===== config.mk =====
export PLATFORM = sky130hd
export DESIGN_NAME = dma_two_fifo
export DESIGN_NICKNAME = d
export VERILOG_FILES = /design/src/verilog/dma_two_fifo.sv
export SDC_FILE = /design/constraint.sdc
export NUM_CORES = 1
export LEC_CHECK = 0
export BUFFER_PORTS_ARGS = -buffer_cell sky130_fd_sc_hd__buf_2
export CORE_MARGIN = 5
export CORE_UTILIZATION = 50
export CTS_CLUSTER_SIZE = 16
export DETAILED_ROUTE_END_ITERATION = 8
export HOLD_SLACK_MARGIN = 0.03
export PLACE_DENSITY_LB_ADDON = 0.25
export SETUP_SLACK_MARGIN = 0.05
export SLEW_MARGIN = 0
export SYNTH_ARGS = -nofsm -noshare
export SYNTH_HDL_FRONTEND = slang
export SYNTH_SLANG_ARGS = --single-unit

===== constraint.sdc =====
create_clock -name clk_i -period 3.05 [get_ports clk_i]
set_input_delay 0.305 -clock clk_i [delete_from_list [all_inputs] [get_ports clk_i]]
set_output_delay 0.305 -clock clk_i [all_outputs]
set_load 0.005 [all_outputs]

===== src/verilog/dma_two_fifo.sv =====
// Two-entry FIFO of any element type with valid/ready in and valid/yumi out
`timescale 1ns/1ps
`default_nettype none

module dma_two_fifo
  #(parameter type elem_t = logic [31:0])
  (input  logic  clk_i
  ,input  logic  reset_i
  ,input  logic  v_i
  ,input  elem_t data_i
  ,output logic  ready_o
  ,output logic  v_o
  ,output elem_t data_o
  ,input  logic  yumi_i
  );

  elem_t mem_r [2];
  logic  wr_ptr_r;
  logic  rd_ptr_r;
  logic  full_r;
  logic  empty_r;
  logic  enq;

  assign ready_o = ~full_r;
  assign v_o     = ~empty_r;
  assign data_o  = mem_r[rd_ptr_r];
  assign enq     = v_i & ~full_r;

  always_ff @(posedge clk_i)
  begin
    if (reset_i)
    begin
      wr_ptr_r <= 1'b0;
      rd_ptr_r <= 1'b0;
      full_r   <= 1'b0;
      empty_r  <= 1'b1;
    end
    else
    begin
      if (enq)
        wr_ptr_r <= ~wr_ptr_r;
      if (yumi_i)
        rd_ptr_r <= ~rd_ptr_r;
      // Occupancy only changes when one side moves alone
      if (enq & ~yumi_i)
      begin
        empty_r <= 1'b0;
        full_r  <= (~wr_ptr_r == rd_ptr_r);
      end
      else if (yumi_i & ~enq)
      begin
        full_r  <= 1'b0;
        empty_r <= (~rd_ptr_r == wr_ptr_r);
      end
    end
  end

  always_ff @(posedge clk_i)
  begin
    if (enq)
      mem_r[wr_ptr_r] <= data_i;
  end

endmodule

`default_nettype wire


# After elaboration in Yosys (flattened, before gate mapping)
# Memories as Yosys holds them, arrays and structs flattened. A register that Yosys moved wholly into a read port is not among the register bits.
# Index checks and enable logic that the tools add are counted.
[word_totals]
wordCells = 25
ramBits = 64
memories = 1
regBits = 4
out_inout_bits = 34
[classes]
bitwise = 9
eq_ne = 2
reduce_logical = 1
n_mux = 8
[memory_table]
columns = ["name", "depth", "word_bits", "rd", "rd_ports_with_merged_regs", "write_ports", "line", "source"]
rows = [
  ["mem_r", 2, 32, 1, 1, 1, "17", "elem_t mem_r [2];"],
]
[ops]
columns = ["cell", "n"]
rows = [
  ["2-to-1 mux 1 bit", 8],
  ["NOT 1 bit", 6],
  ["bitwise AND 1 bit", 3],
  ["== test 1 bit", 2],
  ["nonzero test 2 bit", 1],
]

# Longest topological paths before layout
# Gate-level depths: netlist of run 1.
[logic_depth]
ltp_word = 6
ltp_mapped = 4
ltp_nobuf = 4

# Least setup slack after synthesis of run 1
# Ideal clock, no wire load.
[synth_path]
path_type = "reg2reg"
from = "reg full_r"
to = "mem mem_r[0][0] (netlist name) (enable)"
stages_incl_launch_ff = 3
n_path_buf = 0
required_time_ps = 2625
slack_ps = 611
arrival_ps = 2014
path_cell_list = "dfxtp_1 and2b_1 nor2b_1"
[synth_via]
elab_chain_cells = 4
[synth_lines]
columns = ["item", "line", "source"]
rows = [
  ["start, declared", "20", "logic full_r;"],
  ["start signal, assigned", "48", "full_r <= (~wr_ptr_r == rd_ptr_r);"],
  ["NOT 1 bit", "27", "assign enq = v_i & ~full_r;"],
  ["bitwise AND 1 bit", "27", ""],
  ["named net enq", "22", "logic enq;"],
  ["2-to-1 mux 1 bit", "60", "if (enq)"],
  ["2-to-1 mux 1 bit (implied by the code)", "61", "mem_r[wr_ptr_r] <= data_i;"],
  ["end, declared", "17", ""],
]
# The timed path passes the listed nets, and every way through them passes these cells.

==> parameters.txt, run 1 <==
Parameter                              Value

Clock tree
  Number of cells upsized or downsized after cts ... 0
  Total number of H-tree levels ... 3
  Clock Sink Count ... 69
  Number of post-CTS setup repair buffers ... 0
  Clock slew at reported path FFs ... 0.07 ns
  Clock root buffer ... sky130_fd_sc_hd__clkbuf_8
  Skew-Pair Late Insertion Delay ... 0.32 ns
  Hold buffers post-CTS ... 0
  Num CTS Buffers ... 9
  CTS tree ... done
  Buffers from clock root to sink, at most ... 2

Detailed routing
  Number of iterations in the first detailed-routing pass ... 4
  Total detailed-routing wirelength ... 4440 um
  Post-detailed-route count of antenna-violating nets ... 0
  Vias per std cell ... 4.77
  Routed length on met3 ... 327 um
  Number of design rule violations left after detail routing ... 0
  Average wire length per cell after detail routing ... 16.0 um
  Via count ... 1,322
  Met1 layer wirelength in the final routing ... 1730 um
  Number of DRC violations after detailed-routing iteration 0 ... 50
  Sum of met2 wire segment lengths after detailed routing ... 2310 um
  Top sig layer ... met4

Floorplan
  # rows ... 26
  Die Width ... 83.2 um
  Num ports ... 70
  Chip height ... 83.2 um
  Core ar. ... 5140 um2
  Die Outline Area ... 6920 um2
  Initial cell density of the core ... 52.1%

Power and ir drop
  Power share of the combinational group ... 12.0%
  Sw frac ... 21.3%
  Sequential cell fraction of total power ... 55.1%
  Switching power total ... 0.438 mW
  Power Internal ... 1.62 mW
  Power density over the cells ... 633 nW/um2
  Lkg Pwr ... 1.31 nW
  Proportion of power drawn by the clock network ... 32.9%
  Max rail drop VDD ... 410 uV

Setup path
  Critical path's top delay family ... flip-flops
  Element type at the critical path start ... flip-flop
  Critical path arrival ... 1.66 ns
  CP endpoint kind ... output pin
  Critical-path cell with the highest stage delay ... sky130_fd_sc_hd__dfxtp_2
  Worst path buffer plus inverter count ... 2
  R2R Path Start ... full_r
  Chain of cells forming the critical path ... buf_4 > mux2_2 > buf_2
  Critical path required time ... 2.74 ns
  Biggest cell delay along the critical path ... 0.50 ns
  Start-to-end type of the worst setup path ... flip-flop to output pin
  Maximum fanout count along the critical path ... 14

Timing
  Slew Limit Fails ... 0
  Unrepaired setup endpoints after global routing ... false
  Setup_tns ... 0 ns
  Clock Skew ... 0.00782 ns
  Final clock period utilization by the worst path ... 64.5%
  Final period demand of the worst path ... 1.97 ns
  Worst max-slew margin expressed relative to the limit ... 38.7%
  Final Setup Violations ... 0
  Crit path setup slack, layout ... 1.08 ns
  Final hold violation count ... 0
  Highest attainable clock frequency ... 508 MHz
  Worst-margin pin slew ... 0.918 ns

Outcome
  Outcome ... complete, no violations

Logic synthesis
  Yosys warns ... 0
  Mapped Nets ... 160
  Flip-flop and latch count after synthesis ... 69
  Synthesized cell area ... 2680 um2
  Per-instance average area after synthesis ... 21.8 um2
  Sequential element share of the synthesized area ... 75.5%
  Number of unique standard cell types used by synthesis ... 18
  Gate count after technology mapping ... 123

Finish
  Growth of design area from synthesis to finish ... 21.5%
  Total of fill cells in the finished design ... 408
  Antenna diodes ... 0
  Fraction of layout cells with a size suffix above 1 ... 57.5%
  Count of non-filler cells in the finished layout ... 277
  Final net count ... 239

Global route
  Total global-route track usage ... 13.6%
  GR Overflow Total ... 0
  Initial antenna violation count ... 0
  Maximum number of pins on one net before global-route repair ... 33
  First-pass GRT wire length ... 7160 um
  Via count of the first global-routing pass ... 1,503

Place
  Number of buffers inserted by port buffering ... 69
  GPL Wtd Cong ... 0.733
  Count of placed standard cells including taps ... 261
  Detail Placement HPWL ... 3220 um
  Dpl ws ... 1.26 ns

Hold path
  Startpoint of the most critical hold path ... data_i[3]
  Worst min-delay path category ... input port to flip-flop

Job
  MaxCap Viol Count ... 0
## through the flow
stage	total power [mW]	hold WS [ns]	utilization (%)	cell area, um2
2_1_floorplan	1.31	0.374	-	2680
4_1_cts	2.09	0.144	63.3	3250
3_5_place_dp	1.41	0.481	59.7	3070
3_3_place_gp	1.40	0.459	59.7	3070
5_1_grt	2.15	0.136	63.3	3250
6_report	2.06	0.167	63.3	3250
## placed cells by master (no fill, tap or decap), drive strengths merged, types with 2 or more instances in the layout
cell	instances
clkinv	3
buf	72
mux2	32
xnor2	2
edfxtp	64
clkbuf	11
nor2	4
dfxtp	5
inv	3
## worst register-to-register path: stages, from the launching register on
cell and delay, ns:
sky130_fd_sc_hd__dfxtp_1 0.32, sky130_fd_sc_hd__and2b_1 0.26, sky130_fd_sc_hd__and2_1 0.46, sky130_fd_sc_hd__buf_4 0.40
## per-layer routing
metal  GRT usage [%]  up-vias
met5               0        -
met4            8.47        0
met3            5.64        5
met2            22.3       42
met1            14.6      647
li1                -      628
## worst paths after layout
kind                                endpoint  slack [ns]  cells after the start
worst max-delay path              data_o[29]        1.08                      3
worst min register to register        full_r        0.49                      2
worst min-delay path             mem_r[0][3]        0.17                      1
worst max register to register  mem_r[1][18]        1.27                      3
## logic make-up (layout without fill, tap and decap cells)
kind of cell / Yosys count / count (layout) / share of synthesized area (%)
AND/OR/NAND/NOR: 9 / 9 / 1.73
flip-flops: 69 / 69 / 75.5
buffers and inverters: 7 / 91 / 3.08
multiplexers: 32 / 32 / 17.7
AO/OA/AOI/OAI: 2 / 2 / 0.561
XOR/XNOR: 3 / 3 / 0.981
adder cells (fa/ha/maj): 1 / 1 / 0.467
## layout make-up
class	instances	area, um2	share of cell area [%]
Inverter	3	11.3	0.346
Clock buffer	11	131	4.04
Multi-Input combinational cell	47	581	17.8
Tap cell	70	87.6	2.69
Sequential cell	69	2020	62.2
Timing Repair Buffer	72	368	11.3
Clock inverter	5	51.3	1.58
## power by group through the flow
stage | Sequential, mW | Combinational [mW] | Clock, mW
final | 1.13 | 0.247 | 0.678
after detailed placement | 1.16 | 0.253 | 0
after global routing | 1.14 | 0.269 | 0.744
after floorplan | 1.14 | 0.170 | 0
after global placement | 1.15 | 0.245 | 0
after CTS | 1.14 | 0.254 | 0.702
## synthesized netlist by cell type, drive strengths merged
cell type / instances / area [um2]
nor2b: 1 / 6.26
edfxtp: 64 / 1920
and2b: 1 / 7.51
xor2: 1 / 8.76
mux2: 32 / 473
nand2: 1 / 3.75
buf: 4 / 71.3
nand3b: 1 / 7.51
a221o: 1 / 10.0
ha: 1 / 12.5
xnor2: 2 / 17.5
nor2: 4 / 15.0
and2: 1 / 6.26
a21oi: 1 / 5.00
dfxtp: 5 / 100
inv: 3 / 11.3
## sequential cells by signal (all words and copies together) (netlist names), named ones only
| name | count |
|---|---|
| mem_r | 64 |
| empty_r | 1 |
| full_r | 1 |
| rd_ptr_r | 1 |
| wr_ptr_r | 1 |
No activity file was read; power rests on OpenSTA's default activity.
==> run 2: changes to the inputs <==
Settings changed: CORE_UTILIZATION 50 to 47.
Clock period 3.05 ns to 1.7 ns, I/O delays scaled along.
==> run 2 against run 1 <==
Clock power up 99%. Setup slack worse by 0.95 ns. First-iteration DRC count up 46%. Combinational power up 110%. Final area up 9.3%. Die area up 5.6%. Critical path depth unchanged. Hold slack worse by 0.12 ns. Non-clock buffer count up 24. Register-to-register slack worse by 1.0 ns.
==> parameters.txt, run 2 (same netlist as run 1, synthesis figures left out) <==
Parameter                              Value

Outcome
  Outcome ... complete, no violations

Timing
  Final hold violation count ... 0
  Final period demand of the worst path ... 1.56 ns
  Clock Skew ... 0.00301 ns
  Highest attainable clock frequency ... 639 MHz
  Unrepaired setup endpoints after global routing ... false
  Worst hold margin ... 0.0475 ns
  Slew Limit Fails ... 0
  Worst max-slew margin expressed relative to the limit ... 83.7%
  Final clock period utilization by the worst path ... 92.0%
  Setup_tns ... 0 ns
  Worst-margin pin slew ... 0.245 ns
  Final Setup Violations ... 0

Finish
  Number of flip-flops under the largest register name ... 64
  Most flops, register ... mem_r
  Most common library cell in the layout ignoring fill and taps ... sky130_fd_sc_hd__buf_2
  Final net count ... 263
  Growth of design area from synthesis to finish ... 32.8%
  Antenna diodes ... 0
  Commonest cells after routing, fill and taps aside ... sky130_fd_sc_hd__buf_2, sky130_fd_sc_hd__edfxtp_1, sky130_fd_sc_hd__mux2_4, sky130_fd_sc_hd__dlygate4sd3_1, sky130_fd_sc_hd__clkbuf_8
  Fraction of layout cells with a size suffix above 1 ... 52.8%

Clock tree
  Clock Sink Count ... 69
  Number of cells upsized or downsized after cts ... 0
  Total number of H-tree levels ... 3
  Buffers from clock root to sink, at most ... 2
  Hold buffers post-CTS ... 23
  Skew-Pair Late Insertion Delay ... 0.32 ns
  CTS tree ... done
  Num CTS Buffers ... 9
  Clock root buffer ... sky130_fd_sc_hd__clkbuf_8
  Number of post-CTS setup repair buffers ... 0
  Clock slew at reported path FFs ... 0.06 ns

Setup path
  Critical path required time ... 1.53 ns
  CP endpoint kind ... output pin
  Critical-path cell with the highest stage delay ... sky130_fd_sc_hd__dfxtp_2
  Maximum fanout count along the critical path ... 13
  Critical path arrival ... 1.39 ns
  Chain of cells forming the critical path ... buf_4 > mux2_4 > buf_2
  Biggest cell delay along the critical path ... 0.35 ns
  Start-to-end type of the worst setup path ... flip-flop to output pin
  Worst path buffer plus inverter count ... 2
  Critical path's top delay family ... buffers and inverters
  Element type at the critical path start ... flip-flop

Detailed routing
  Number of iterations in the first detailed-routing pass ... 4
  Number of design rule violations left after detail routing ... 0
  Vias per std cell ... 4.58
  Via count ... 1,388
  Total detailed-routing wirelength ... 4510 um
  Number of DRC violations after detailed-routing iteration 0 ... 73
  Average wire length per cell after detail routing ... 14.9 um
  Post-detailed-route count of antenna-violating nets ... 0

Global route
  Maximum number of pins on one net before global-route repair ... 33
  Total global-route track usage ... 12.8%
  Via count of the first global-routing pass ... 1,536
  First-pass GRT wire length ... 7140 um
  GR Overflow Total ... 0
  Initial antenna violation count ... 0

Power and ir drop
  Power density over the cells ... 1100 nW/um2
  Max rail drop VDD ... 668 uV
  Lkg Pwr ... 1.44 nW

Place
  GPL Wtd Cong ... 0.752
  Number of buffers inserted by port buffering ... 69
  Detail Placement HPWL ... 3130 um

Hold path
  Worst min-delay path category ... input port to flip-flop

Floorplan
  Initial cell density of the core ... 48.6%
  Die Width ... 85.5 um
  Num ports ... 70
  Die Outline Area ... 7310 um2
  Chip height ... 85.5 um
  # rows ... 27
  Core ar. ... 5510 um2

Job
  MaxCap Viol Count ... 0
[run 2: worst paths after layout]
check                                start           end  slack [ns]  cells after the start
worst min-delay path            data_i[24]  mem_r[1][24]        0.05                      1
worst max register to register      full_r       empty_r        0.23                      4
worst max-delay path             flip-flop    data_o[10]        0.14                      3
worst min register to register     empty_r       empty_r        0.51                      1
[run 2: cell type report]
cell class	count	area, um2
clock buffers	11	131
clock inverters	5	75.1
fillers	409	1950
inverters	3	11.3
multi-input cells	47	582
flip-flops and latches	69	2020
well taps	72	90.1
repair buffers	96	643
[run 2: stage by stage]
stage | cell area [um2] | util (%) | setup slack (ns) | power, mW | std cells
after floorplan | 2690 | - | 0.207 | 2.36 | 123
after global placement | 3120 | 56.6 | 0.378 | 2.53 | 264
after detailed placement | 3120 | 56.6 | 0.271 | 2.55 | 264
after CTS | 3560 | 64.6 | 0.0985 | 3.95 | 303
after global routing | 3560 | 64.6 | 0.0635 | 4.06 | 303
final | 3560 | 64.6 | 0.135 | 3.90 | 303
[run 2: where the power goes]
group	switching (mW)	leakage, nW	internal [mW]	total, mW
registers	0.0361	0.642	1.99	2.02
clock network	0.535	0.107	0.819	1.35
logic	0.213	0.690	0.306	0.519
total	0.785	1.44	3.11	3.90
[run 2: layer usage]
| metal | GRT usage (%) | vias to the layer above | wire length, um |
|---|---|---|---|
| met2 | 23.4 | 38 | 2430 |
| met1 | 13.8 | 667 | 1780 |
| met4 | 5.61 | 0 | 43 |
| met5 | 0 | - | 0 |
| li1 | - | 678 | - |
| met3 | 3.20 | 5 | 256 |
