==> config.mk <==
export PLATFORM = sky130hd
export DESIGN_NAME = dma_resp_router
export DESIGN_NICKNAME = d
export VERILOG_FILES = /design/src/verilog/dma_bridge_pkg.sv /design/src/verilog/dma_two_fifo.sv /design/src/verilog/dma_resp_router.sv
export VERILOG_INCLUDE_DIRS = /design/src /design/src/verilog
export SDC_FILE = /design/constraint.sdc
export NUM_CORES = 1
export LEC_CHECK = 0
export ABC_AREA = 1
export BUFFER_PORTS_ARGS = -buffer_cell sky130_fd_sc_hd__buf_4
export CAP_MARGIN = 20
export CORE_MARGIN = 3
export CORE_UTILIZATION = 55
export CTS_BUF_LIST = sky130_fd_sc_hd__clkbuf_4 sky130_fd_sc_hd__clkbuf_8 sky130_fd_sc_hd__clkbuf_16
export CTS_CLUSTER_DIAMETER = 80
export DETAILED_ROUTE_END_ITERATION = 8
export PLACE_DENSITY_LB_ADDON = 0.15
export REMOVE_ABC_BUFFERS = 1
export SYNTH_ARGS = -nofsm -noshare
export SYNTH_HDL_FRONTEND = slang
export SYNTH_HIERARCHICAL = 1
export SYNTH_SLANG_ARGS = --single-unit
==> constraint.sdc <==
create_clock -name clk_i -period 18.6 [get_ports clk_i]
set_input_delay 0.93 -clock clk_i [delete_from_list [all_inputs] [get_ports clk_i]]
set_output_delay 0.93 -clock clk_i [all_outputs]
set_load 0.02 [all_outputs]
==> src/verilog/dma_bridge_defs.svh <==
// Size constants for the cache DMA to memory command bridge
`ifndef DMA_BRIDGE_DEFS_SVH
`define DMA_BRIDGE_DEFS_SVH

// Cache DMA ports sharing the memory channel
`define DMA_NUM_PORTS 2

// One data word on the cache side
`define DMA_WORD_W 32

// Words per cache block, sent whole on the memory side
`define DMA_BLOCK_WORDS 4

// Physical address width
`define DMA_ADDR_W 28

// Outstanding reads tracked by the response router
`define DMA_TAG_DEPTH 8

`endif

==> src/verilog/dma_bridge_pkg.sv <==
// Packet, command, response and index types for the DMA to memory bridge
`default_nettype none
`include "dma_bridge_defs.svh"

package dma_bridge_pkg;

  // Port index width, kept at least one bit
  localparam int port_idx_w = (`DMA_NUM_PORTS > 1) ? $clog2(`DMA_NUM_PORTS) : 1;

  typedef logic [port_idx_w-1:0] port_idx_t;

  typedef logic [`DMA_WORD_W-1:0] word_t;

  // Word 0 sits in the low bits
  typedef word_t [`DMA_BLOCK_WORDS-1:0] block_t;

  // Cache side DMA request
  typedef struct packed {
    logic                   write_not_read;
    logic [`DMA_ADDR_W-1:0] addr;
  } dma_pkt_t;

  typedef enum logic {
    MEM_RD = 1'b0,
    MEM_WB = 1'b1
  } mem_op_e;

  // Memory command, data is zero on reads
  typedef struct packed {
    mem_op_e                op;
    logic [`DMA_ADDR_W-1:0] addr;
    block_t                 data;
  } mem_cmd_t;

  typedef struct packed {
    mem_op_e op;
    block_t  data;
  } mem_resp_t;

endpackage

`default_nettype wire

==> src/verilog/dma_two_fifo.sv <==
// Two-entry FIFO of any element type with valid/ready in and valid/yumi out
`timescale 1ns/1ps
`default_nettype none

module dma_two_fifo
  #(parameter type elem_t = logic [31:0])
  (input  logic  clk_i
  ,input  logic  reset_i
  ,input  logic  v_i
  ,input  elem_t data_i
  ,output logic  ready_o
  ,output logic  v_o
  ,output elem_t data_o
  ,input  logic  yumi_i
  );

  elem_t mem_r [2];
  logic  wr_ptr_r;
  logic  rd_ptr_r;
  logic  full_r;
  logic  empty_r;
  logic  enq;

  assign ready_o = ~full_r;
  assign v_o     = ~empty_r;
  assign data_o  = mem_r[rd_ptr_r];
  assign enq     = v_i & ~full_r;

  always_ff @(posedge clk_i)
  begin
    if (reset_i)
    begin
      wr_ptr_r <= 1'b0;
      rd_ptr_r <= 1'b0;
      full_r   <= 1'b0;
      empty_r  <= 1'b1;
    end
    else
    begin
      if (enq)
        wr_ptr_r <= ~wr_ptr_r;
      if (yumi_i)
        rd_ptr_r <= ~rd_ptr_r;
      // Occupancy only changes when one side moves alone
      if (enq & ~yumi_i)
      begin
        empty_r <= 1'b0;
        full_r  <= (~wr_ptr_r == rd_ptr_r);
      end
      else if (yumi_i & ~enq)
      begin
        full_r  <= 1'b0;
        empty_r <= (~rd_ptr_r == wr_ptr_r);
      end
    end
  end

  always_ff @(posedge clk_i)
  begin
    if (enq)
      mem_r[wr_ptr_r] <= data_i;
  end

endmodule

`default_nettype wire

==> src/verilog/dma_resp_router.sv <==
// Splits memory read responses into words and returns them to the requesting port
`timescale 1ns/1ps
`default_nettype none
`include "dma_bridge_defs.svh"

module dma_resp_router
  (input  logic                                       clk_i
  ,input  logic                                       reset_i
  ,input  logic                                       tag_v_i
  ,input  dma_bridge_pkg::port_idx_t                  tag_i
  ,output logic                                       tag_ready_o
  ,input  logic                                       resp_v_i
  ,input  dma_bridge_pkg::mem_resp_t                  resp_i
  ,output logic                                       resp_ready_o
  ,output dma_bridge_pkg::word_t [`DMA_NUM_PORTS-1:0] data_o
  ,output logic [`DMA_NUM_PORTS-1:0]                  data_v_o
  ,input  logic [`DMA_NUM_PORTS-1:0]                  data_ready_i
  );

  localparam int tag_ptr_w  = (`DMA_TAG_DEPTH > 1) ? $clog2(`DMA_TAG_DEPTH) : 1;
  localparam int word_cnt_w = (`DMA_BLOCK_WORDS > 1) ? $clog2(`DMA_BLOCK_WORDS) : 1;

  // Requesting ports of outstanding reads, oldest at the read pointer
  dma_bridge_pkg::port_idx_t tag_mem [`DMA_TAG_DEPTH];
  logic [tag_ptr_w-1:0]      tag_wr_ptr_r;
  logic [tag_ptr_w-1:0]      tag_rd_ptr_r;
  logic [tag_ptr_w:0]        tag_count_r;
  logic                      tag_push;
  logic                      tag_pop;
  dma_bridge_pkg::port_idx_t head_idx;

  dma_bridge_pkg::mem_resp_t fifo_resp;
  logic                      fifo_v;
  logic                      fifo_yumi;
  logic                      resp_is_rd;

  dma_bridge_pkg::block_t    shift_r;
  logic                      shift_v_r;
  logic [word_cnt_w-1:0]     word_cnt_r;
  logic                      shift_load;
  logic                      word_xfer;
  logic                      last_word;

  function automatic logic [tag_ptr_w-1:0] next_ptr(input logic [tag_ptr_w-1:0] ptr);
    return (ptr == tag_ptr_w'(`DMA_TAG_DEPTH - 1)) ? '0 : ptr + 1'b1;
  endfunction

  dma_two_fifo
    #(.elem_t(dma_bridge_pkg::mem_resp_t))
    resp_fifo
    (.clk_i  (clk_i)
    ,.reset_i(reset_i)
    ,.v_i    (resp_v_i)
    ,.data_i (resp_i)
    ,.ready_o(resp_ready_o)
    ,.v_o    (fifo_v)
    ,.data_o (fifo_resp)
    ,.yumi_i (fifo_yumi)
    );

  assign tag_ready_o = (tag_count_r != (tag_ptr_w + 1)'(`DMA_TAG_DEPTH));
  assign tag_push    = tag_v_i & tag_ready_o;
  assign head_idx    = tag_mem[tag_rd_ptr_r];

  assign word_xfer = shift_v_r & data_ready_i[head_idx];
  assign last_word = word_xfer & (word_cnt_r == word_cnt_w'(`DMA_BLOCK_WORDS - 1));
  assign tag_pop   = last_word;

  // Write-back responses drain at once, reads wait for the shifter
  assign resp_is_rd = (fifo_resp.op == dma_bridge_pkg::MEM_RD);
  assign shift_load = fifo_v & resp_is_rd & (~shift_v_r | last_word);
  assign fifo_yumi  = fifo_v & (~resp_is_rd | shift_load);

  always_ff @(posedge clk_i)
  begin
    if (reset_i)
    begin
      tag_wr_ptr_r <= '0;
      tag_rd_ptr_r <= '0;
      tag_count_r  <= '0;
    end
    else
    begin
      if (tag_push)
        tag_wr_ptr_r <= next_ptr(tag_wr_ptr_r);
      if (tag_pop)
        tag_rd_ptr_r <= next_ptr(tag_rd_ptr_r);
      if (tag_push & ~tag_pop)
        tag_count_r <= tag_count_r + 1'b1;
      else if (tag_pop & ~tag_push)
        tag_count_r <= tag_count_r - 1'b1;
    end
  end

  always_ff @(posedge clk_i)
  begin
    if (tag_push)
      tag_mem[tag_wr_ptr_r] <= tag_i;
  end

  always_ff @(posedge clk_i)
  begin
    if (reset_i)
    begin
      shift_v_r  <= 1'b0;
      word_cnt_r <= '0;
    end
    else if (shift_load)
    begin
      shift_v_r  <= 1'b1;
      word_cnt_r <= '0;
    end
    else if (last_word)
    begin
      shift_v_r  <= 1'b0;
      word_cnt_r <= '0;
    end
    else if (word_xfer)
      word_cnt_r <= word_cnt_r + 1'b1;
  end

  // Word 0 leaves first from the low end
  always_ff @(posedge clk_i)
  begin
    if (shift_load)
      shift_r <= fifo_resp.data;
    else if (word_xfer)
      shift_r <= shift_r >> `DMA_WORD_W;
  end

  always_comb
  begin
    data_v_o           = '0;
    data_v_o[head_idx] = shift_v_r;
    for (int i = 0; i < `DMA_NUM_PORTS; i++)
      data_o[i] = shift_r[0];
  end

endmodule

`default_nettype wire

# Word-level counts from Yosys, hierarchy flattened
# Memory sizes are Yosys's and may differ from the RTL's. A register that Yosys moved wholly into a read port is not among the register bits.
# Index checks and enable logic that the tools add are counted.
[totals]
regBits = 145
ram_bits = 266
output_inout_bits = 68
word_cells = 82
memories = 2
[op_classes]
addsub = 5
n_lt_le_gt_ge = 2
eq_ne = 6
mux = 24
n_bitwise = 24
n_reduce_logical = 6
[memory_table]
columns = ["name", "words", "word_bits", "rd", "rd_ports_with_merged_regs", "wr", "line", "rtl"]
rows = [
  ["resp_fifo.mem_r", 2, 129, 1, 1, 1, "dma_two_fifo.sv:17", "elem_t mem_r [2];"],
  ["tag_mem", 8, 1, 1, 1, 1, "dma_resp_router.sv:24", "dma_bridge_pkg::port_idx_t tag_mem [`DMA_TAG_DEPTH];"],
]
[op_table]
columns = ["cell", "n"]
rows = [
  ["128-bit 2-to-1 mux", 2],
  ["1-bit 2-to-1 mux", 15],
  ["3-bit 2-to-1 mux", 4],
  ["1-bit bitwise AND", 11],
  ["1-bit inverter", 10],
  ["4-bit 2-to-1 mux", 2],
  ["2-bit nonzero test", 4],
  ["3-bit by 1-bit adder with 3-bit output, second input constant", 2],
  ["3-bit equality test, second input constant", 2],
  ["4-bit by 1-bit adder with 4-bit output, second input constant", 1],
  ["4-bit inequality test, second input constant", 1],
  ["4-bit by 1-bit subtractor with 4-bit output, second input constant", 1],
  ["3-bit OR reduction", 1],
  ["2-bit by 1-bit adder with 2-bit output, second input constant", 1],
  ["2-bit bitwise AND", 1],
  ["1-bit equality test", 2],
  ["2-bit equality test, second input constant", 1],
  ["1-bit by 2-bit < comparator with 1-bit output, second input constant", 1],
  ["1-bit bitwise OR", 2],
  ["1-bit demux with 1-bit select", 1],
  ["1-bit greater-or-equal comparator, second input constant", 1],
  ["1-bit logical AND", 1],
]

# Longest topological paths before layout
[logic_depth]
word_depth = 11
depth_mapped = 17
depth_no_buf = 17

# Modules after synthesis
# Netlist, hierarchy kept.
[modules_own_cells]
columns = ["module", "n_inst", "cells_per_inst", "area_each_um2", "seq_area_each_um2"]
rows = [
  ["dma_two_fifo", 1, 433, 9572.9, 7847.5],
  ["dma_resp_router", 1, 725, 7250.7, 4404.2],
]

# Least setup slack after synthesis
# Ideal clock, no wire load.
[synth_path]
kind = "input port to flip-flop"
startpoint = "input port resp_v_i"
endpoint = "memory resp_fifo/mem_r[0][0] in the netlist's numbering (enable)"
setup_time_ns = 0.619
arrival_ns = 6.386
t_required_ns = 17.981
slack_ns = 11.595
cell_stages = 2
path_cell_list = "nand2_1 nor2_1"
[synth_between]
elab_chain_len = 3
[synth_lines]
columns = ["element", "line", "rtl"]
rows = [
  ["start: declaration", "dma_resp_router.sv:12", ",input logic resp_v_i"],
  ["1-bit bitwise AND", "dma_two_fifo.sv:27", "assign enq = v_i & ~full_r;"],
  ["1-bit 2-to-1 mux", "dma_two_fifo.sv:60", "if (enq)"],
  ["1-bit 2-to-1 mux (not written as such)", "dma_two_fifo.sv:61", "mem_r[wr_ptr_r] <= data_i;"],
  ["end: declaration", "dma_two_fifo.sv:17", ""],
]
# Every way passes these cells.

==> results.sh <==
export IMPL_antenna_left=0
export IMPL_avgSynthCellArea_sq_um=14.5
export IMPL_end_kind="register"
export IMPL_maxCapViolCount=0
export IMPL_design_area_sq_um=19500
export IMPL_hold_buffers=0
export IMPL_clock_skew_ns=0.0115
export IMPL_antenna_found_initial=2
export IMPL_die_area_sq_um=32700
export IMPL_grt_pass1_wl_um=47500
export IMPL_synth_xor_area_share_pct=0.156
export IMPL_utilization_pct=65.2
export IMPL_grt_pass1_vias=9183
export IMPL_vias=8907
export IMPL_hp_class="register to register"
export IMPL_grt_max_degree=130
export IMPL_status="complete, no violations"
export IMPL_ys_seq_area_share_pct=72.8
export IMPL_routed_wirelength_um=29800
export IMPL_worst_hold_slack_ns=0.492
export IMPL_clk_pin_slew_ns=0.06
export IMPL_multi_input_area_sq_um=3490
export IMPL_grt_util_all_layers_pct=18.1
export IMPL_synthCells=1158
export IMPL_rsz0062_at_grt="no"
export IMPL_dp_hpwl_um=17000
export IMPL_period_minus_slack_ns=4.70
export IMPL_finalHoldViolations=0
export IMPL_vias_per_cell=5.17
export IMPL_crit_path_frequent_cell="buf_4"
export IMPL_layout_commonest_cell="edfxtp_1"
export IMPL_grt_ovfl_total=0
export IMPL_synth_compound_area_share_pct=0.803
export IMPL_start_util_pct=56.3
export IMPL_synthesis_area_sq_um=16800
export IMPL_worstMarginPinSlew_ns=1.06
export IMPL_worstSetupEndpoint="shift_r[40]"
export IMPL_fin_crit_sh_pct=25.3
export IMPL_synth_cell_type_count=26
export IMPL_syn2layout_area_growth_pct=15.8
export IMPL_critical_path_required_ns=18.74
export IMPL_setup_tns_ns=0
export IMPL_slowest_stage="buf_4"
export IMPL_core_area_sq_um=29900
export IMPL_reg2reg_to="shift_r[40]"
export IMPL_layout_drive_gt1_share_pct=32.7
export IMPL_p_leak_uw=0.00753
export IMPL_drt_first_pass_iters=5
export IMPL_p_total_uw=2830
export IMPL_ys_ff_latch=415
export IMPL_die_w_um=181
export IMPL_fmax_mhz=213
export IMPL_powerDensity_nw_per_um2=145
export IMPL_first_iter_violations=668
export IMPL_die_h_um=181
export IMPL_dpl_cell_area_sq_um=18100
export IMPL_ios=204
export IMPL_routedWlPerCell_um=17.3
export IMPL_routabilityCongestion=0.740
export IMPL_insertion_delay_ns=0.53
export IMPL_htreeDepth=2
export IMPL_nets=1449
export IMPL_maxSlewHeadroom_pct=29.5
export IMPL_layout_common_cells="394 x edfxtp_1, 220 x nand2_1, 212 x buf_4"
export IMPL_cts_setup_buffers=0
export IMPL_r2r_cells=6
export IMPL_cp_start_kind="register"
export IMPL_synth_top_family_by_area="simple AND/OR/NAND/NOR gates"
export IMPL_ys_warn_count=6
export IMPL_fillers=2185
export IMPL_cts_inserted_buffers=42
export IMPL_cts_max_path_buffers=3
export IMPL_cts_sinks=415
export IMPL_path_class="register to register"
export IMPL_num_antenna_cells=0
export IMPL_cts_resized=0
export IMPL_cpPeakStageDelay_ns=0.90
export IMPL_drv_slew=0
export IMPL_cts_root_buf="clkbuf_16"
export IMPL_path_cells="mux2_2 -> nor2_4 -> buf_4 -> nand2_8 -> nand2_4 -> buf_4"
export IMPL_cp_arrival_ns=4.84
export IMPL_cp_max_fo=129
export IMPL_synthAdderAreaFrac_pct=0.788
export IMPL_muxShareOfSynthArea_pct=8.69
export IMPL_seqCellArea_sq_um=12300
export IMPL_cts_tree="done"
export IMPL_reg2reg_slack_ns=13.90
export IMPL_setup_viol=0
export IMPL_drc=0
export IMPL_ir_worst_vdd_v=0.0000944
export IMPL_rows=63
export IMPL_port_buffer_count=203
export IMPL_synth_simple_gate_area_share_pct=10.0
[worst max-delay path: cells and delay by family, from the launching register on]
kind / cells / cell delay (ns)
buffers and inverters: 2 / 1.40
flip-flops: 1 / 0.80
multiplexers: 1 / 0.45
AND/OR/NAND/NOR: 3 / 1.54
[registers in the layout, summed over array words and instances, names as in the netlist, named ones only]
register,count
tag_rd_ptr_r,3
resp_fifo/mem_r,258
tag_wr_ptr_r,3
resp_fifo/full_r,1
resp_fifo/empty_r,1
shift_v_r,1
tag_mem,8
shift_r,96
word_cnt_r,2
resp_fifo/wr_ptr_r,1
resp_fifo/rd_ptr_r,1
tag_count_r,4
data_o,32
[stage by stage]
step	instances	worst slack, ns
CTS	1721	13.79
finish	1722	13.90
detailed placement	1648	13.81
floorplan	1046	5.97
global route	1722	13.52
global placement	1648	13.83
[how the worst min path moves through the flow]
stage	to	start	cells past startpoint
4_1_cts	resp_fifo/empty_r	resp_fifo/empty_r	2
5_1_grt	shift_r[47]	shift_r[79]	2
6_report	resp_fifo/empty_r	resp_fifo/empty_r	2
3_3_place_gp	resp_fifo/empty_r	resp_fifo/empty_r	2
2_1_floorplan	resp_fifo/empty_r	resp_fifo/empty_r	2
3_5_place_dp	resp_fifo/empty_r	resp_fifo/empty_r	2
[metal layers]
layer | global-route usage [%] | up-vias | wire, um
met5 | 0 | - | 40
li1 | - | 4312 | -
met3 | 3.68 | 53 | 1580
met2 | 31.6 | 206 | 15000
met4 | 4.85 | 4 | 627
met1 | 23.3 | 4332 | 12500
[cell type report]
| cell class | count | share of cell area [%] |
|---|---|---|
| clock buffer | 53 | 6.21 |
| inverter | 69 | 1.33 |
| timing repair buffer | 213 | 8.31 |
| tap | 390 | 2.50 |
| sequential | 415 | 62.9 |
| multi-input combinational | 562 | 17.9 |
| clock inverter | 20 | 0.854 |
[synthesized netlist by cell type]
library cell	count	area share [%]
edfxtp_1	394	70
nand2_1	221	4.9
mux2_2	129	8.6
nand3_1	105	3.1
buf_4	68	3.0
inv_1	68	1.5
nor2_1	41	0.91
buf_6	25	1.7
dfxtp_1	21	2.5
nor2_2	20	0.74
clkbuf_1	15	0.33
a21oi_1	12	0.36
o21ai_0	12	0.36
ha_1	9	0.67
buf_2	4	0.12
xor2_1	3	0.16
nand2_2	2	0.074
a211oi_1	1	0.045
and3_1	1	0.037
fa_1	1	0.12
inv_2	1	0.022
mux2i_1	1	0.059
nand2_4	1	0.067
nand3_4	1	0.10
nand4_1	1	0.037
o211ai_1	1	0.045
[cells by family after synthesis]
kind of cell / count (synthesis)
AO/OA/AOI/OAI: 26
XOR/XNOR: 3
adder cells (fa/ha/maj): 10
buffers and inverters: 181
flip-flops: 415
multiplexers: 130
AND/OR/NAND/NOR: 393
[power breakdown]
part	total [uW]	internal, uW	leakage, uW	switching, uW
sequential	1350	1280	0.00385	72.1
clock	829	499	0.000686	330
combinational	645	257	0.00300	388
total	2830	2040	0.00753	791
No activity file was read; power rests on OpenSTA's default activity.
