[config.mk]
export PLATFORM = sky130hd
export DESIGN_NAME = dma_cmd_builder
export DESIGN_NICKNAME = d
export VERILOG_FILES = /design/src/verilog/dma_bridge_pkg.sv /design/src/verilog/dma_cmd_builder.sv
export VERILOG_INCLUDE_DIRS = /design/src /design/src/verilog
export SDC_FILE = /design/constraint.sdc
export NUM_CORES = 1
export LEC_CHECK = 0
export BUFFER_PORTS_ARGS = -buffer_cell sky130_fd_sc_hd__buf_2
export CAP_MARGIN = 25
export CORE_UTILIZATION = 44
export CTS_BUF_LIST = sky130_fd_sc_hd__clkbuf_4 sky130_fd_sc_hd__clkbuf_8
export DETAILED_ROUTE_END_ITERATION = 10
export GPL_ROUTABILITY_DRIVEN = 0
export HOLD_SLACK_MARGIN = 0.03
export PLACE_DENSITY = 0.79
export SLEW_MARGIN = 10
export SYNTH_ARGS = -nofsm -noshare
export SYNTH_HDL_FRONTEND = slang
export SYNTH_SLANG_ARGS = --single-unit
[constraint.sdc]
create_clock -name clk_i -period 4.15 [get_ports clk_i]
set_clock_uncertainty 0.2 [all_clocks]
set_input_delay 0.2075 -clock clk_i [delete_from_list [all_inputs] [get_ports clk_i]]
set_output_delay 0.2075 -clock clk_i [all_outputs]
set_load 0.1 [all_outputs]
[src/verilog/dma_bridge_defs.svh]
// Size constants for the cache DMA to memory command bridge
`ifndef DMA_BRIDGE_DEFS_SVH
`define DMA_BRIDGE_DEFS_SVH

// Cache DMA ports sharing the memory channel
`define DMA_NUM_PORTS 2

// One data word on the cache side
`define DMA_WORD_W 32

// Words per cache block, sent whole on the memory side
`define DMA_BLOCK_WORDS 4

// Physical address width
`define DMA_ADDR_W 28

// Outstanding reads tracked by the response router
`define DMA_TAG_DEPTH 8

`endif

[src/verilog/dma_bridge_pkg.sv]
// Packet, command, response and index types for the DMA to memory bridge
`default_nettype none
`include "dma_bridge_defs.svh"

package dma_bridge_pkg;

  // Port index width, kept at least one bit
  localparam int port_idx_w = (`DMA_NUM_PORTS > 1) ? $clog2(`DMA_NUM_PORTS) : 1;

  typedef logic [port_idx_w-1:0] port_idx_t;

  typedef logic [`DMA_WORD_W-1:0] word_t;

  // Word 0 sits in the low bits
  typedef word_t [`DMA_BLOCK_WORDS-1:0] block_t;

  // Cache side DMA request
  typedef struct packed {
    logic                   write_not_read;
    logic [`DMA_ADDR_W-1:0] addr;
  } dma_pkt_t;

  typedef enum logic {
    MEM_RD = 1'b0,
    MEM_WB = 1'b1
  } mem_op_e;

  // Memory command, data is zero on reads
  typedef struct packed {
    mem_op_e                op;
    logic [`DMA_ADDR_W-1:0] addr;
    block_t                 data;
  } mem_cmd_t;

  typedef struct packed {
    mem_op_e op;
    block_t  data;
  } mem_resp_t;

endpackage

`default_nettype wire

[src/verilog/dma_cmd_builder.sv]
// FSM that turns granted DMA packets into full-block memory commands
`timescale 1ns/1ps
`default_nettype none
`include "dma_bridge_defs.svh"

module dma_cmd_builder
  (input  logic                      clk_i
  ,input  logic                      reset_i
  ,input  logic                      pkt_v_i
  ,input  dma_bridge_pkg::dma_pkt_t  pkt_i
  ,input  dma_bridge_pkg::port_idx_t idx_i
  ,output logic                      pkt_yumi_o
  ,input  logic                      tag_ready_i
  ,output logic                      tag_v_o
  ,output dma_bridge_pkg::port_idx_t tag_o
  ,output dma_bridge_pkg::port_idx_t idx_o
  ,input  logic                      data_v_i
  ,input  dma_bridge_pkg::word_t     data_i
  ,output logic                      data_yumi_o
  ,output dma_bridge_pkg::mem_cmd_t  cmd_o
  ,output logic                      cmd_v_o
  ,input  logic                      cmd_yumi_i
  );

  localparam int cnt_w = (`DMA_BLOCK_WORDS > 1) ? $clog2(`DMA_BLOCK_WORDS) : 1;

  typedef enum logic [1:0] {
    ST_RESET,
    ST_READY,
    ST_GATHER,
    ST_SEND
  } state_e;

  state_e                    state_r;
  state_e                    state_n;
  dma_bridge_pkg::dma_pkt_t  pkt_r;
  dma_bridge_pkg::port_idx_t idx_r;
  dma_bridge_pkg::block_t    block_r;
  logic [cnt_w-1:0]          count_r;
  logic                      grant;
  logic                      last_word;

  // Reads also need a free slot in the router's tag queue
  assign grant = (state_r == ST_READY) & pkt_v_i & (pkt_i.write_not_read | tag_ready_i);

  assign pkt_yumi_o  = grant;
  assign tag_v_o     = grant & ~pkt_i.write_not_read;
  assign tag_o       = idx_i;
  assign idx_o       = idx_r;
  assign data_yumi_o = (state_r == ST_GATHER) & data_v_i;
  assign last_word   = data_yumi_o & (count_r == cnt_w'(`DMA_BLOCK_WORDS - 1));
  assign cmd_v_o     = (state_r == ST_SEND);

  always_comb
  begin
    cmd_o.op   = pkt_r.write_not_read ? dma_bridge_pkg::MEM_WB : dma_bridge_pkg::MEM_RD;
    cmd_o.addr = pkt_r.addr;
    cmd_o.data = pkt_r.write_not_read ? block_r : '0;
  end

  always_comb
  begin
    state_n = state_r;
    case (state_r)
      ST_RESET:
        state_n = ST_READY;
      ST_READY:
        if (grant)
          state_n = pkt_i.write_not_read ? ST_GATHER : ST_SEND;
      ST_GATHER:
        if (last_word)
          state_n = ST_SEND;
      ST_SEND:
        if (cmd_yumi_i)
          state_n = ST_READY;
      default:
        state_n = ST_RESET;
    endcase
  end

  always_ff @(posedge clk_i)
  begin
    if (reset_i)
    begin
      state_r <= ST_RESET;
      count_r <= '0;
      idx_r   <= '0;
    end
    else
    begin
      state_r <= state_n;
      if (grant)
        idx_r <= idx_i;
      if (last_word)
        count_r <= '0;
      else if (data_yumi_o)
        count_r <= count_r + 1'b1;
    end
  end

  // Packet and block payload
  always_ff @(posedge clk_i)
  begin
    if (grant)
      pkt_r <= pkt_i;
    if (data_yumi_o)
      block_r[count_r] <= data_i;
  end

endmodule

`default_nettype wire

== After elaboration in Yosys (flattened, before gate mapping) ==
Index checks and enable logic that the tools add are counted.
W data, S select, Z words.

* Register bits: 162
* Output and inout port bits: 163
* Bits in writable memories: 0
* Memories kept: 0
* Memory bits (read-only): 0
* Word-level logic and storage cells: 40
* Input port bits: 68
* Latch bits: 0

* $add $sub $neg: 1
* Reductions and logical operators: 4
* Bitwise logic cells: 7
* Shift operators: 0
* Equality and inequality tests: 7
* $mul: 0
* Muxes and demuxes: 10
* Order comparisons: 2
* Divide/modulo/power cells: 0

{| class="wikitable"
|+ Operator list
! cell !! number
|-
| $bwmux W128 || 1
|-
| $mux W128 || 1
|-
| $demux W32 S2 || 1
|-
| $mux W32 || 1
|-
| $pmux W2 S4 || 1
|-
| $eq A2 B2 Y1 const B || 3
|-
| $mux W2 || 3
|-
| $and A1 B1 Y1 || 5
|-
| $ne A2 B2 Y1 const B || 2
|-
| $lt A2 B3 Y1 const B || 1
|-
| $reduce_and A3 Y1 || 1
|-
| $add A2 B1 Y2 const B || 1
|-
| $eq A2 B1 Y1 const B || 1
|-
| $ge A2 B1 Y1 const B || 1
|-
| $logic_not A2 Y1 || 1
|-
| $mux W1 || 2
|-
| $ne A2 B1 Y1 const B || 1
|-
| $reduce_or A2 Y1 || 1
|-
| $logic_and A1 B1 Y1 || 1
|-
| $not A1 Y1 || 1
|-
| $or A1 B1 Y1 || 1
|}

== Logic depth before layout (Yosys ltp) ==
Gate-level depths: netlist of run 1.

* Depth in word-level cells: 5
* Mapped depth: 5
* Gate-level depth less buffers: 5

== Worst setup path after synthesis of run 1 ==
Ideal clock, no wire load.

* Path kind: register to register
* Start: reg state_r[1]
* End: reg pkt_r, in the netlist cmd_o[128] (enable)
* Stages on the path, launching flop included: 5
* Path slack: 388 ps
* Period minus slack after synthesis: 3762 ps
* Setup time: 475 ps
* Required time: 3475 ps
* Arrival time: 3088 ps
* Path buffers: 0
* Cell sequence: dfxtp_1 inv_1 ha_1 nand2_1 nor2_1

* Word-level cells in the longest chain between the ends: 3

{| class="wikitable"
|+ RTL lines
! item !! line !! RTL
|-
| start, declared || dma_cmd_builder.sv:34 || <nowiki>state_e state_r;</nowiki>
|-
| start signal, assigned || dma_cmd_builder.sv:91 || <nowiki>state_r <= state_n;</nowiki>
|-
| $eq A2 B1 Y1 || dma_cmd_builder.sv:44 || <nowiki>assign grant = (state_r == ST_READY) & pkt_v_i & (pkt_i.write_not_read | tag_ready_i);</nowiki>
|-
| $and A1 B1 Y1 (2 in series) || dma_cmd_builder.sv:44 ||
|-
| net pkt_yumi_o || dma_cmd_builder.sv:12 || <nowiki>,output logic pkt_yumi_o</nowiki>
|-
| end signal, assigned || dma_cmd_builder.sv:105 || <nowiki>pkt_r <= pkt_i;</nowiki>
|-
| end, declared || dma_cmd_builder.sv:36 || <nowiki>dma_bridge_pkg::dma_pkt_t pkt_r;</nowiki>
|}

The timed path passes the listed nets, and every way through them passes these cells.
A chain may end at the register's enable or synchronous reset.

== Final worst setup path of run 1 ==
* Start: reg state_r[1]
* End: out pkt_yumi_o

* Word-level cells in the longest chain between the ends: 3

{| class="wikitable"
|+ RTL lines
! item !! line
|-
| $eq A2 B1 Y1 || dma_cmd_builder.sv:44
|-
| $and A1 B1 Y1 (2 in series) || dma_cmd_builder.sv:44
|-
| end, declared || dma_cmd_builder.sv:12
|}

Every way passes these cells.

==> results of run 1 <==
[worst max-delay path, stage by stage, from the launching register on]
cell and delay, ns:
dfxtp_1 0.34, inv_1 0.08, ha_1 0.20, nand2_1 0.12
nor2_2 0.48, buf_2 0.54
[cell families (layout without fill, tap and decap cells)]
family	after synthesis	after routing
mux	2	2
compound gates	8	8
fa+ha+maj	7	7
buf+inv	20	334
simple gates	146	146
flops	162	162
[per-stage QoR]
step                      std cells  setup slack (ns)  utilization (%)  area, um^2
after global placement          739             2.035            55.07        7293
after CTS                       835             1.488            62.81        8318
after global routing            835             1.399            62.81        8318
final                           835             1.529            62.81        8318
after floorplan                 345            0.3879                -        5952
after detailed placement        739             1.983            55.07        7293
[synthesized netlist by cell type (all sizes together)]
master   count
a221o        1
inv          5
nand4b       1
and3         4
and2       128
dfxtp        5
a211oi       1
nor2         6
mux2         1
edfxtp     157
buf          1
a2111oi      1
a21oi        2
o2111ai      1
clkbuf      14
mux2i        1
nor3b        1
ha           7
o21ai        2
and2b        1
nand2        5
[cell type report]
cell class	instances	area, um^2
fillers	995	4925
flip-flops and latches	162	4815
repair buffers	300	1844
multi-input cells	163	1066
clock buffers	21	264.0
well taps	176	220.2
clock inverters	8	90.09
inverters	5	18.77
[per-layer routing]
metal  track usage (%)  share of wire [%]
met1             21.25                 38
met2             35.81                 51
met3             7.722                8.2
met4             10.10                3.0
met5                 0                  0
[flip-flops by register name, indices dropped and copies added, names as in the netlist]
register and count:
pkt_r 1, count_r 2, state_r 2, cmd_o 28
block_r 128, idx_o 1
[where the power goes]
part	internal (W)	total, W	switching (W)	leakage (nW)
registers	0.00189	0.00192	0.0000281	1.46
clock network	0.000543	0.00106	0.000518	0.186
logic	0.000230	0.00142	0.00119	1.80
total	0.00267	0.00440	0.00173	3.45
[worst max-delay path by stage]
stage / startpoint / endpoint / slack (ns) / depth (start not counted)
2_1_floorplan: state_r[1] / cmd_o[128] / 0.39 / 4
3_3_place_gp: state_r[1] / pkt_yumi_o / 2.03 / 5
3_5_place_dp: state_r[0] / block_r[112] / 1.98 / 3
4_1_cts: state_r[1] / pkt_yumi_o / 1.49 / 5
5_1_grt: state_r[1] / pkt_yumi_o / 1.40 / 5
6_report: state_r[1] / pkt_yumi_o / 1.53 / 5
==> impl_metrics.toml, run 1 <==
[clocking]
cts_tree = "yes"
clk_pin_slew_ns = 0.08
cts_resized = 0
htreeDepth = 4
clock_sinks = 162
cts_buffers = 17
hold_buffers = 67
post_cts_buffers = 0
cts_max_path_buffers = 2
clk_latency_ns = 0.44
cts-root-buf = "clkbuf_8"

[route]
drt_iter0_drc = 294
first_pass_iters = 4
drt-total-wl_um = 13740
vias = 3895
drc = 0
viasPerCell = 4.665
ant_nets = 0
routedWlPerCell_um = 16.46

[synthesis]
ys_seq_elements = 162
synthSimpleGateAreaFrac_pct = 14.97
synth_xor_area_share_pct = 0
syn_avg_cell_area_um2 = 17.25
syn_nets = 420
ys_types = 22
synthCells = 345
synth_compound_area_share_pct = 0.9250
yosys.area.top_type = "edfxtp_1"
synth_top_family_by_area = "simple AND/OR/NAND/NOR gates"
ys_seq_area_share_pct = 80.89
synth.top_cell.area_share_pct = 79.21
muxShareOfSynthArea_pct = 0.4204
synth-adder-area-share_pct = 1.472
yosysWarnings = 0
synth_area_mm2 = 0.005952
synthTopCellsByArea = "edfxtp_1, and2_1, dfxtp_1"

[timing]
finalSetupViolCount = 0
tightest_slew_ns = 0.8897
hold_violations = 0
finalMaxSlewViolations = 0
rsz0062_at_grt = "false"
finalCritPeriodShare_pct = 63.16
hold_slack_ns = 0.09223
tns_ns = 0
relSlewSlack_pct = 40.69
fin_crit_ns = 2.621
fmax_mhz = 381.5

[floorplan]
start_util_pct = 44.95
die_h_um = 118.3
ios = 231
core-area_mm2 = 0.01324
dieArea_mm2 = 0.01400
fp-row-count = 42
die_x_um = 118.3

[grt]
grt_pass1_vias = 4208
grt_max_degree = 84
grt_pass1_wl_um = 21350
antenna_found_initial = 0
track_usage_pct = 20.38
grt_overflow = 0

[setup_path]
path_max_fanout = 11
r2r_cells = 6
cp.arrival_ns = 2.21
rrSetupSlack_ns = 1.87
crit_required_ns = 3.74
r2r_start = "state_r[1]"
end_kind = "primary output"
reg2reg_to = "idx_o"
crit_type = "reg -> out"
start_kind = "flop"

[power]
p_total_w = 0.004401
powerDensity_mw_per_mm2 = 529.1
ir_worst_vdd_mv = 0.3444
total_leakage_power_nw = 3.446

[worst_hold_path]
hold_path_class = "in -> reg"
hold_path.startpoint = "pkt_v_i"
hold_depth = 4
holdPathEnd = "state_r[0]"

[finish]
nets = 724
drive_gt1_share_pct = 40.21
diodes = 0
layout_common_cells = "buf_2, edfxtp_1, and2_1, dlygate4sd3_1, clkbuf_8"
area_growth_syn_to_layout_pct = 39.75
final_common_cell = "buf_2"

[place]
dp_hpwl_um = 8380
port-buffer-count = 230

[outcome]
status = "completed"

[flow_run]
drv_cap = 0
(Power assumes the default switching activity.)
==> run 2, diff against run 1 <==
==> constraint.sdc (replaced) <==
create_clock -name clk_i -period 2.6 [get_ports clk_i]
set_clock_uncertainty 0.2 [all_clocks]
set_input_delay 0.13 -clock clk_i [delete_from_list [all_inputs] [get_ports clk_i]]
set_output_delay 0.13 -clock clk_i [all_outputs]
set_load 0.1 [all_outputs]
==> run 2 against run 1 <==
- first-iteration DRC count decreased by 53%
- hold slack got worse by 0.033 ns
- core utilization increased by 1.2 points
- highest routed layer unchanged
- largest cell class unchanged
- critical path type is now reg -> reg
- largest power group unchanged
- critical endpoint is now idx_o
==> impl_metrics.toml, run 2 (same netlist as run 1, synthesis figures left out) <==
[outcome]
status = "completed"

[route]
routedWlPerCell_um = 16.88
ant_nets = 0
viasPerCell = 4.713
drt-total-wl_um = 14230
vias = 3973
first_pass_iters = 4
drc = 0
drt_iter0_drc = 138

[clocking]
htreeDepth = 4
clock_sinks = 162
cts_buffers = 17
cts_resized = 0
cts-root-buf = "clkbuf_8"
cts_max_path_buffers = 2
clk_latency_ns = 0.44
cts_tree = "yes"
clk_pin_slew_ns = 0.08

[timing]
fmax_mhz = 438.2
relSlewSlack_pct = 66.13
fin_crit_ns = 2.282
hold_violations = 0
tightest_slew_ns = 0.5115
tns_ns = 0
finalMaxSlewViolations = 0
rsz0062_at_grt = "false"
finalSetupViolCount = 0
finalCritPeriodShare_pct = 87.78

[finish]
drive_gt1_share_pct = 40.78
area_growth_syn_to_layout_pct = 42.34
nets = 729
fillers = 998
top_register = "block_r"
diodes = 0
instances_no_fill = 843
layout_common_cells = "buf_2, edfxtp_1, and2_1, dlygate4sd3_1, clkbuf_8"
largest_register_ffs = 128
final_common_cell = "buf_2"

[floorplan]
ios = 231
die_x_um = 118.3
die_h_um = 118.3
start_util_pct = 44.95
core-area_mm2 = 0.01324
dieArea_mm2 = 0.01400
fp-row-count = 42

[setup_path]
start_kind = "flop"
crit_path_frequent_cell = "dlygate4sd3_1"
end_kind = "flop"
crit_chain = "inv_1 > ha_1 > o2111ai_1 > dlygate4sd3_1 > a21oi_1 > dlygate4sd3_1"
path_max_fanout = 4
cp.arrival_ns = 2.42
cpMaxStageDelayCell = "dlygate4sd3_1"
r2r_cells = 6
crit_type = "reg -> reg"
crit_required_ns = 2.74
cpPeakStageDelay_ns = 0.57

[grt]
antenna_found_initial = 0
grt_pass1_wl_um = 21510
grt_overflow = 0
track_usage_pct = 20.91
grt_max_degree = 130
grt_pass1_vias = 4111

[power]
cell_internal_pwr_w = 0.004372
total_leakage_power_nw = 3.501
powerDensity_mw_per_mm2 = 848.1
swShare_pct = 39.15
p_switching_w = 0.002813
seq_power_share_pct = 42.7
clockPowerShare_pct = 25.4
ir_worst_vdd_mv = 0.4919
combPwrFrac_pct = 31.8

[place]
dp_hpwl_um = 9264
placed_cells = 743
port-buffer-count = 230

[worst_hold_path]
hold_path_class = "in -> reg"
hold_depth = 3

[flow_run]
drv_cap = 0
-- run 2: per-stage QoR --
step | setup WS, ns | hold WS (ns) | area [um^2] | power, W | util (%)
final | 0.3177 | 0.05923 | 8472 | 0.007185 | 63.97
after global routing | 0.1833 | 0.04564 | 8472 | 0.007401 | 63.97
after CTS | 0.2965 | 0.03466 | 8472 | 0.007214 | 63.97
after detailed placement | 0.6680 | 0.1083 | 7396 | 0.005328 | 55.85
after global placement | 0.7324 | 0.1075 | 7396 | 0.005303 | 55.85
after floorplan | 0.02278 | -0.0009342 | 5964 | 0.004950 | -
-- run 2: worst paths after layout --
check / start / endpoint / slack [ns]
setup / recovery: state_r[1] / idx_o / 0.32
hold / removal: tag_ready_i / pkt_r[28] / 0.06
setup reg to reg: state_r[1] / idx_o / 0.32
hold reg to reg: state_r[0] / state_r[0] / 0.33
-- run 2: per-layer routing --
| layer | vias up | GRT usage, % | routed length [um] |
|---|---|---|---|
| li1 | 1838 | - | - |
| met1 | 1909 | 23.05 | 5478 |
| met2 | 202 | 36.69 | 7401 |
| met3 | 24 | 6.998 | 1079 |
| met4 | 0 | 8.974 | 272 |
| met5 | - | 0 | 0 |
-- run 2: power groups by stage --
| stage | sequential (W) | clock, W | combinational [W] |
|---|---|---|---|
| final | 0.00307 | 0.00183 | 0.00229 |
| after global routing | 0.00308 | 0.00197 | 0.00235 |
| after CTS | 0.00307 | 0.00186 | 0.00228 |
| after detailed placement | 0.00313 | 0 | 0.00220 |
| after global placement | 0.00313 | 0 | 0.00218 |
| after floorplan | 0.00353 | 0 | 0.00142 |
-- run 2: timing repair --
action,4_1_cts,5_1_grt
setup buffers,0,0
hold endpoints to repair,164,0
endpoints found under the setup margin,0,0
hold buffers,68,0
-- run 2: cell type report --
class / instances / area, um^2 / area share [%]
Multi-Input combinational cell: 163 / 1076 / 12.70
Tap cell: 176 / 220.2 / 2.599
Timing Repair Buffer: 305 / 1947 / 22.98
Clock inverter: 12 / 138.9 / 1.639
Sequential cell: 162 / 4815 / 56.83
Clock buffer: 20 / 256.5 / 3.028
Inverter: 5 / 18.77 / 0.2215
-- run 2: critical path, delay by kind of cell, from the launching register on --
family          cells  cell delay, ns
compound gates      2            0.18
fa+ha+maj           1            0.23
flops               1            0.37
buf+inv             3            1.20
==> run 3, diff against run 2 <==
==> constraint.sdc (replaced) <==
create_clock -name clk_i -period 2.6 [get_ports clk_i]
set_clock_uncertainty 0.2 [all_clocks]
set_input_delay 0 -clock clk_i [delete_from_list [all_inputs] [get_ports clk_i]]
set_output_delay 0 -clock clk_i [all_outputs]
set_load 0.1 [all_outputs]
==> run 3 against run 2 <==
- design area increased by 0.92%
- fmax shrank 4.7%
- via count fell by 0.45%
- count of clock-buffer cells in the layout is 1 higher
- critical path depth is 1 lower
- sequential power about the same
- worst setup slack worse by 0.11 ns
- global-route usage increased by 0.54 points
- hold slack better by 0.0044 ns
- combinational power rose by 2%
- core utilization up 0.59 points
- register-to-register slack got worse by 0.05 ns
- critical endpoint is now pkt_yumi_o
- largest power group unchanged
==> impl_metrics.toml, run 3 (same netlist as run 1, synthesis figures left out) <==
[outcome]
status = "completed"

[flow_run]
drv_cap = 0

[timing]
rsz0062_at_grt = "false"
relSlewSlack_pct = 65.94
finalCritPeriodShare_pct = 92.11
finalMaxSlewViolations = 0
hold_violations = 0
fmax_mhz = 417.6
fin_crit_ns = 2.395
finalSetupViolCount = 0
timing.final.ws_setup_ns = 0.2052
tns_ns = 0
tightest_slew_ns = 0.5097

[finish]
drive_gt1_share_pct = 40.56
fillers = 962
area_growth_syn_to_layout_pct = 43.64
top_register = "block_r"
largest_register_ffs = 128
layout_common_cells = "buf_2, edfxtp_1, and2_1, dlygate4sd3_1, clkbuf_8"
final_common_cell = "buf_2"
nets = 735
diodes = 0

[floorplan]
start_util_pct = 44.95
dieArea_mm2 = 0.01400
die_h_um = 118.3
core-area_mm2 = 0.01324
fp-row-count = 42
ios = 231
die_x_um = 118.3

[clocking]
hold_buffers = 74
cts_buffers = 17
cts_resized = 0
cts-root-buf = "clkbuf_8"
post_cts_buffers = 0
cts_max_path_buffers = 2
htreeDepth = 4
clk_pin_slew_ns = 0.09
cts_tree = "yes"
clk_latency_ns = 0.44
clock_sinks = 162

[setup_path]
r2r_start = "state_r[0]"
start_kind = "flop"
r2r_cells = 5
crit_required_ns = 2.40
rrSetupSlack_ns = 0.27
crit_type = "reg -> out"
path_max_fanout = 18
reg2reg_to = "state_r[1]"
end_kind = "primary output"
cp.arrival_ns = 2.19

[route]
drc = 0
drt_iter0_drc = 225
routedWlPerCell_um = 17.11
viasPerCell = 4.658
first_pass_iters = 4
ant_nets = 0
drt-total-wl_um = 14520
vias = 3955

[grt]
grt_max_degree = 130
track_usage_pct = 21.44
grt_pass1_vias = 4132
grt_overflow = 0
grt_pass1_wl_um = 22110
antenna_found_initial = 0

[power]
total_leakage_power_nw = 3.542
powerDensity_mw_per_mm2 = 858.6
ir_worst_vdd_mv = 0.6884

[worst_hold_path]
hold_path.startpoint = "pkt_i[18]"
holdPathEnd = "cmd_o[146]"
hold_path_class = "in -> reg"
hold_depth = 2

[place]
port-buffer-count = 230
dp_hpwl_um = 9073
place_ws_ns = 0.6358
-- run 3: worst max path at each step --
stage	slack [ns]	start	end
6_report	0.21	state_r[1]	pkt_yumi_o
5_1_grt	0.05	state_r[1]	pkt_yumi_o
4_1_cts	0.20	state_r[1]	pkt_yumi_o
3_5_place_dp	0.64	state_r[1]	cmd_o[135]
3_3_place_gp	0.71	state_r[1]	cmd_o[152]
2_1_floorplan	0.15	pkt_r[28]	cmd_o[100]
-- run 3: worst max-delay path: stages (launching register included) --
cell	delay, ns
dfxtp_1	0.35
inv_1	0.09
ha_1	0.22
nand2_1	0.14
nor2_4	0.43
buf_2	0.53
-- run 3: power breakdown --
group	internal (W)	leakage, nW	switching, W	total, W
clock	0.00108	0.214	0.000855	0.00194
combinational	0.000412	1.87	0.00192	0.00233
sequential	0.00302	1.46	0.0000529	0.00308
total	0.00452	3.54	0.00283	0.00734
-- run 3: metrics by stage --
step / hold slack, ns / utilization (%) / cell area, um^2 / instances / power (W)
3_5_place_dp: -0.02191 / 55.75 / 7383 / 743 / 0.005332
4_1_cts: 0.03033 / 64.56 / 8549 / 849 / 0.007353
2_1_floorplan: -0.1309 / - / 5964 / 345 / 0.004950
5_1_grt: 0.03622 / 64.56 / 8549 / 849 / 0.007556
3_3_place_gp: -0.02313 / 55.75 / 7383 / 743 / 0.005304
6_report: 0.06362 / 64.56 / 8549 / 849 / 0.007340
-- run 3: final cells by class --
class / count / area (um^2) / area share [%]
Sequential cell: 162 / 4815 / 56.31
Timing Repair Buffer: 311 / 1994 / 23.33
Multi-Input combinational cell: 163 / 1076 / 12.59
Clock buffer: 21 / 264.0 / 3.088
Tap cell: 176 / 220.2 / 2.576
Clock inverter: 11 / 161.4 / 1.888
Inverter: 5 / 18.77 / 0.2195
-- run 3: routing by layer --
metal	share of wire, %	track usage (%)	vias to the layer above	routed length [um]
met4	1.0	7.532	0	145
met5	0	0	-	0
met2	53	37.28	198	7712
met3	8.2	8.108	10	1193
met1	38	24.01	1896	5473
li1	-	-	1851	-
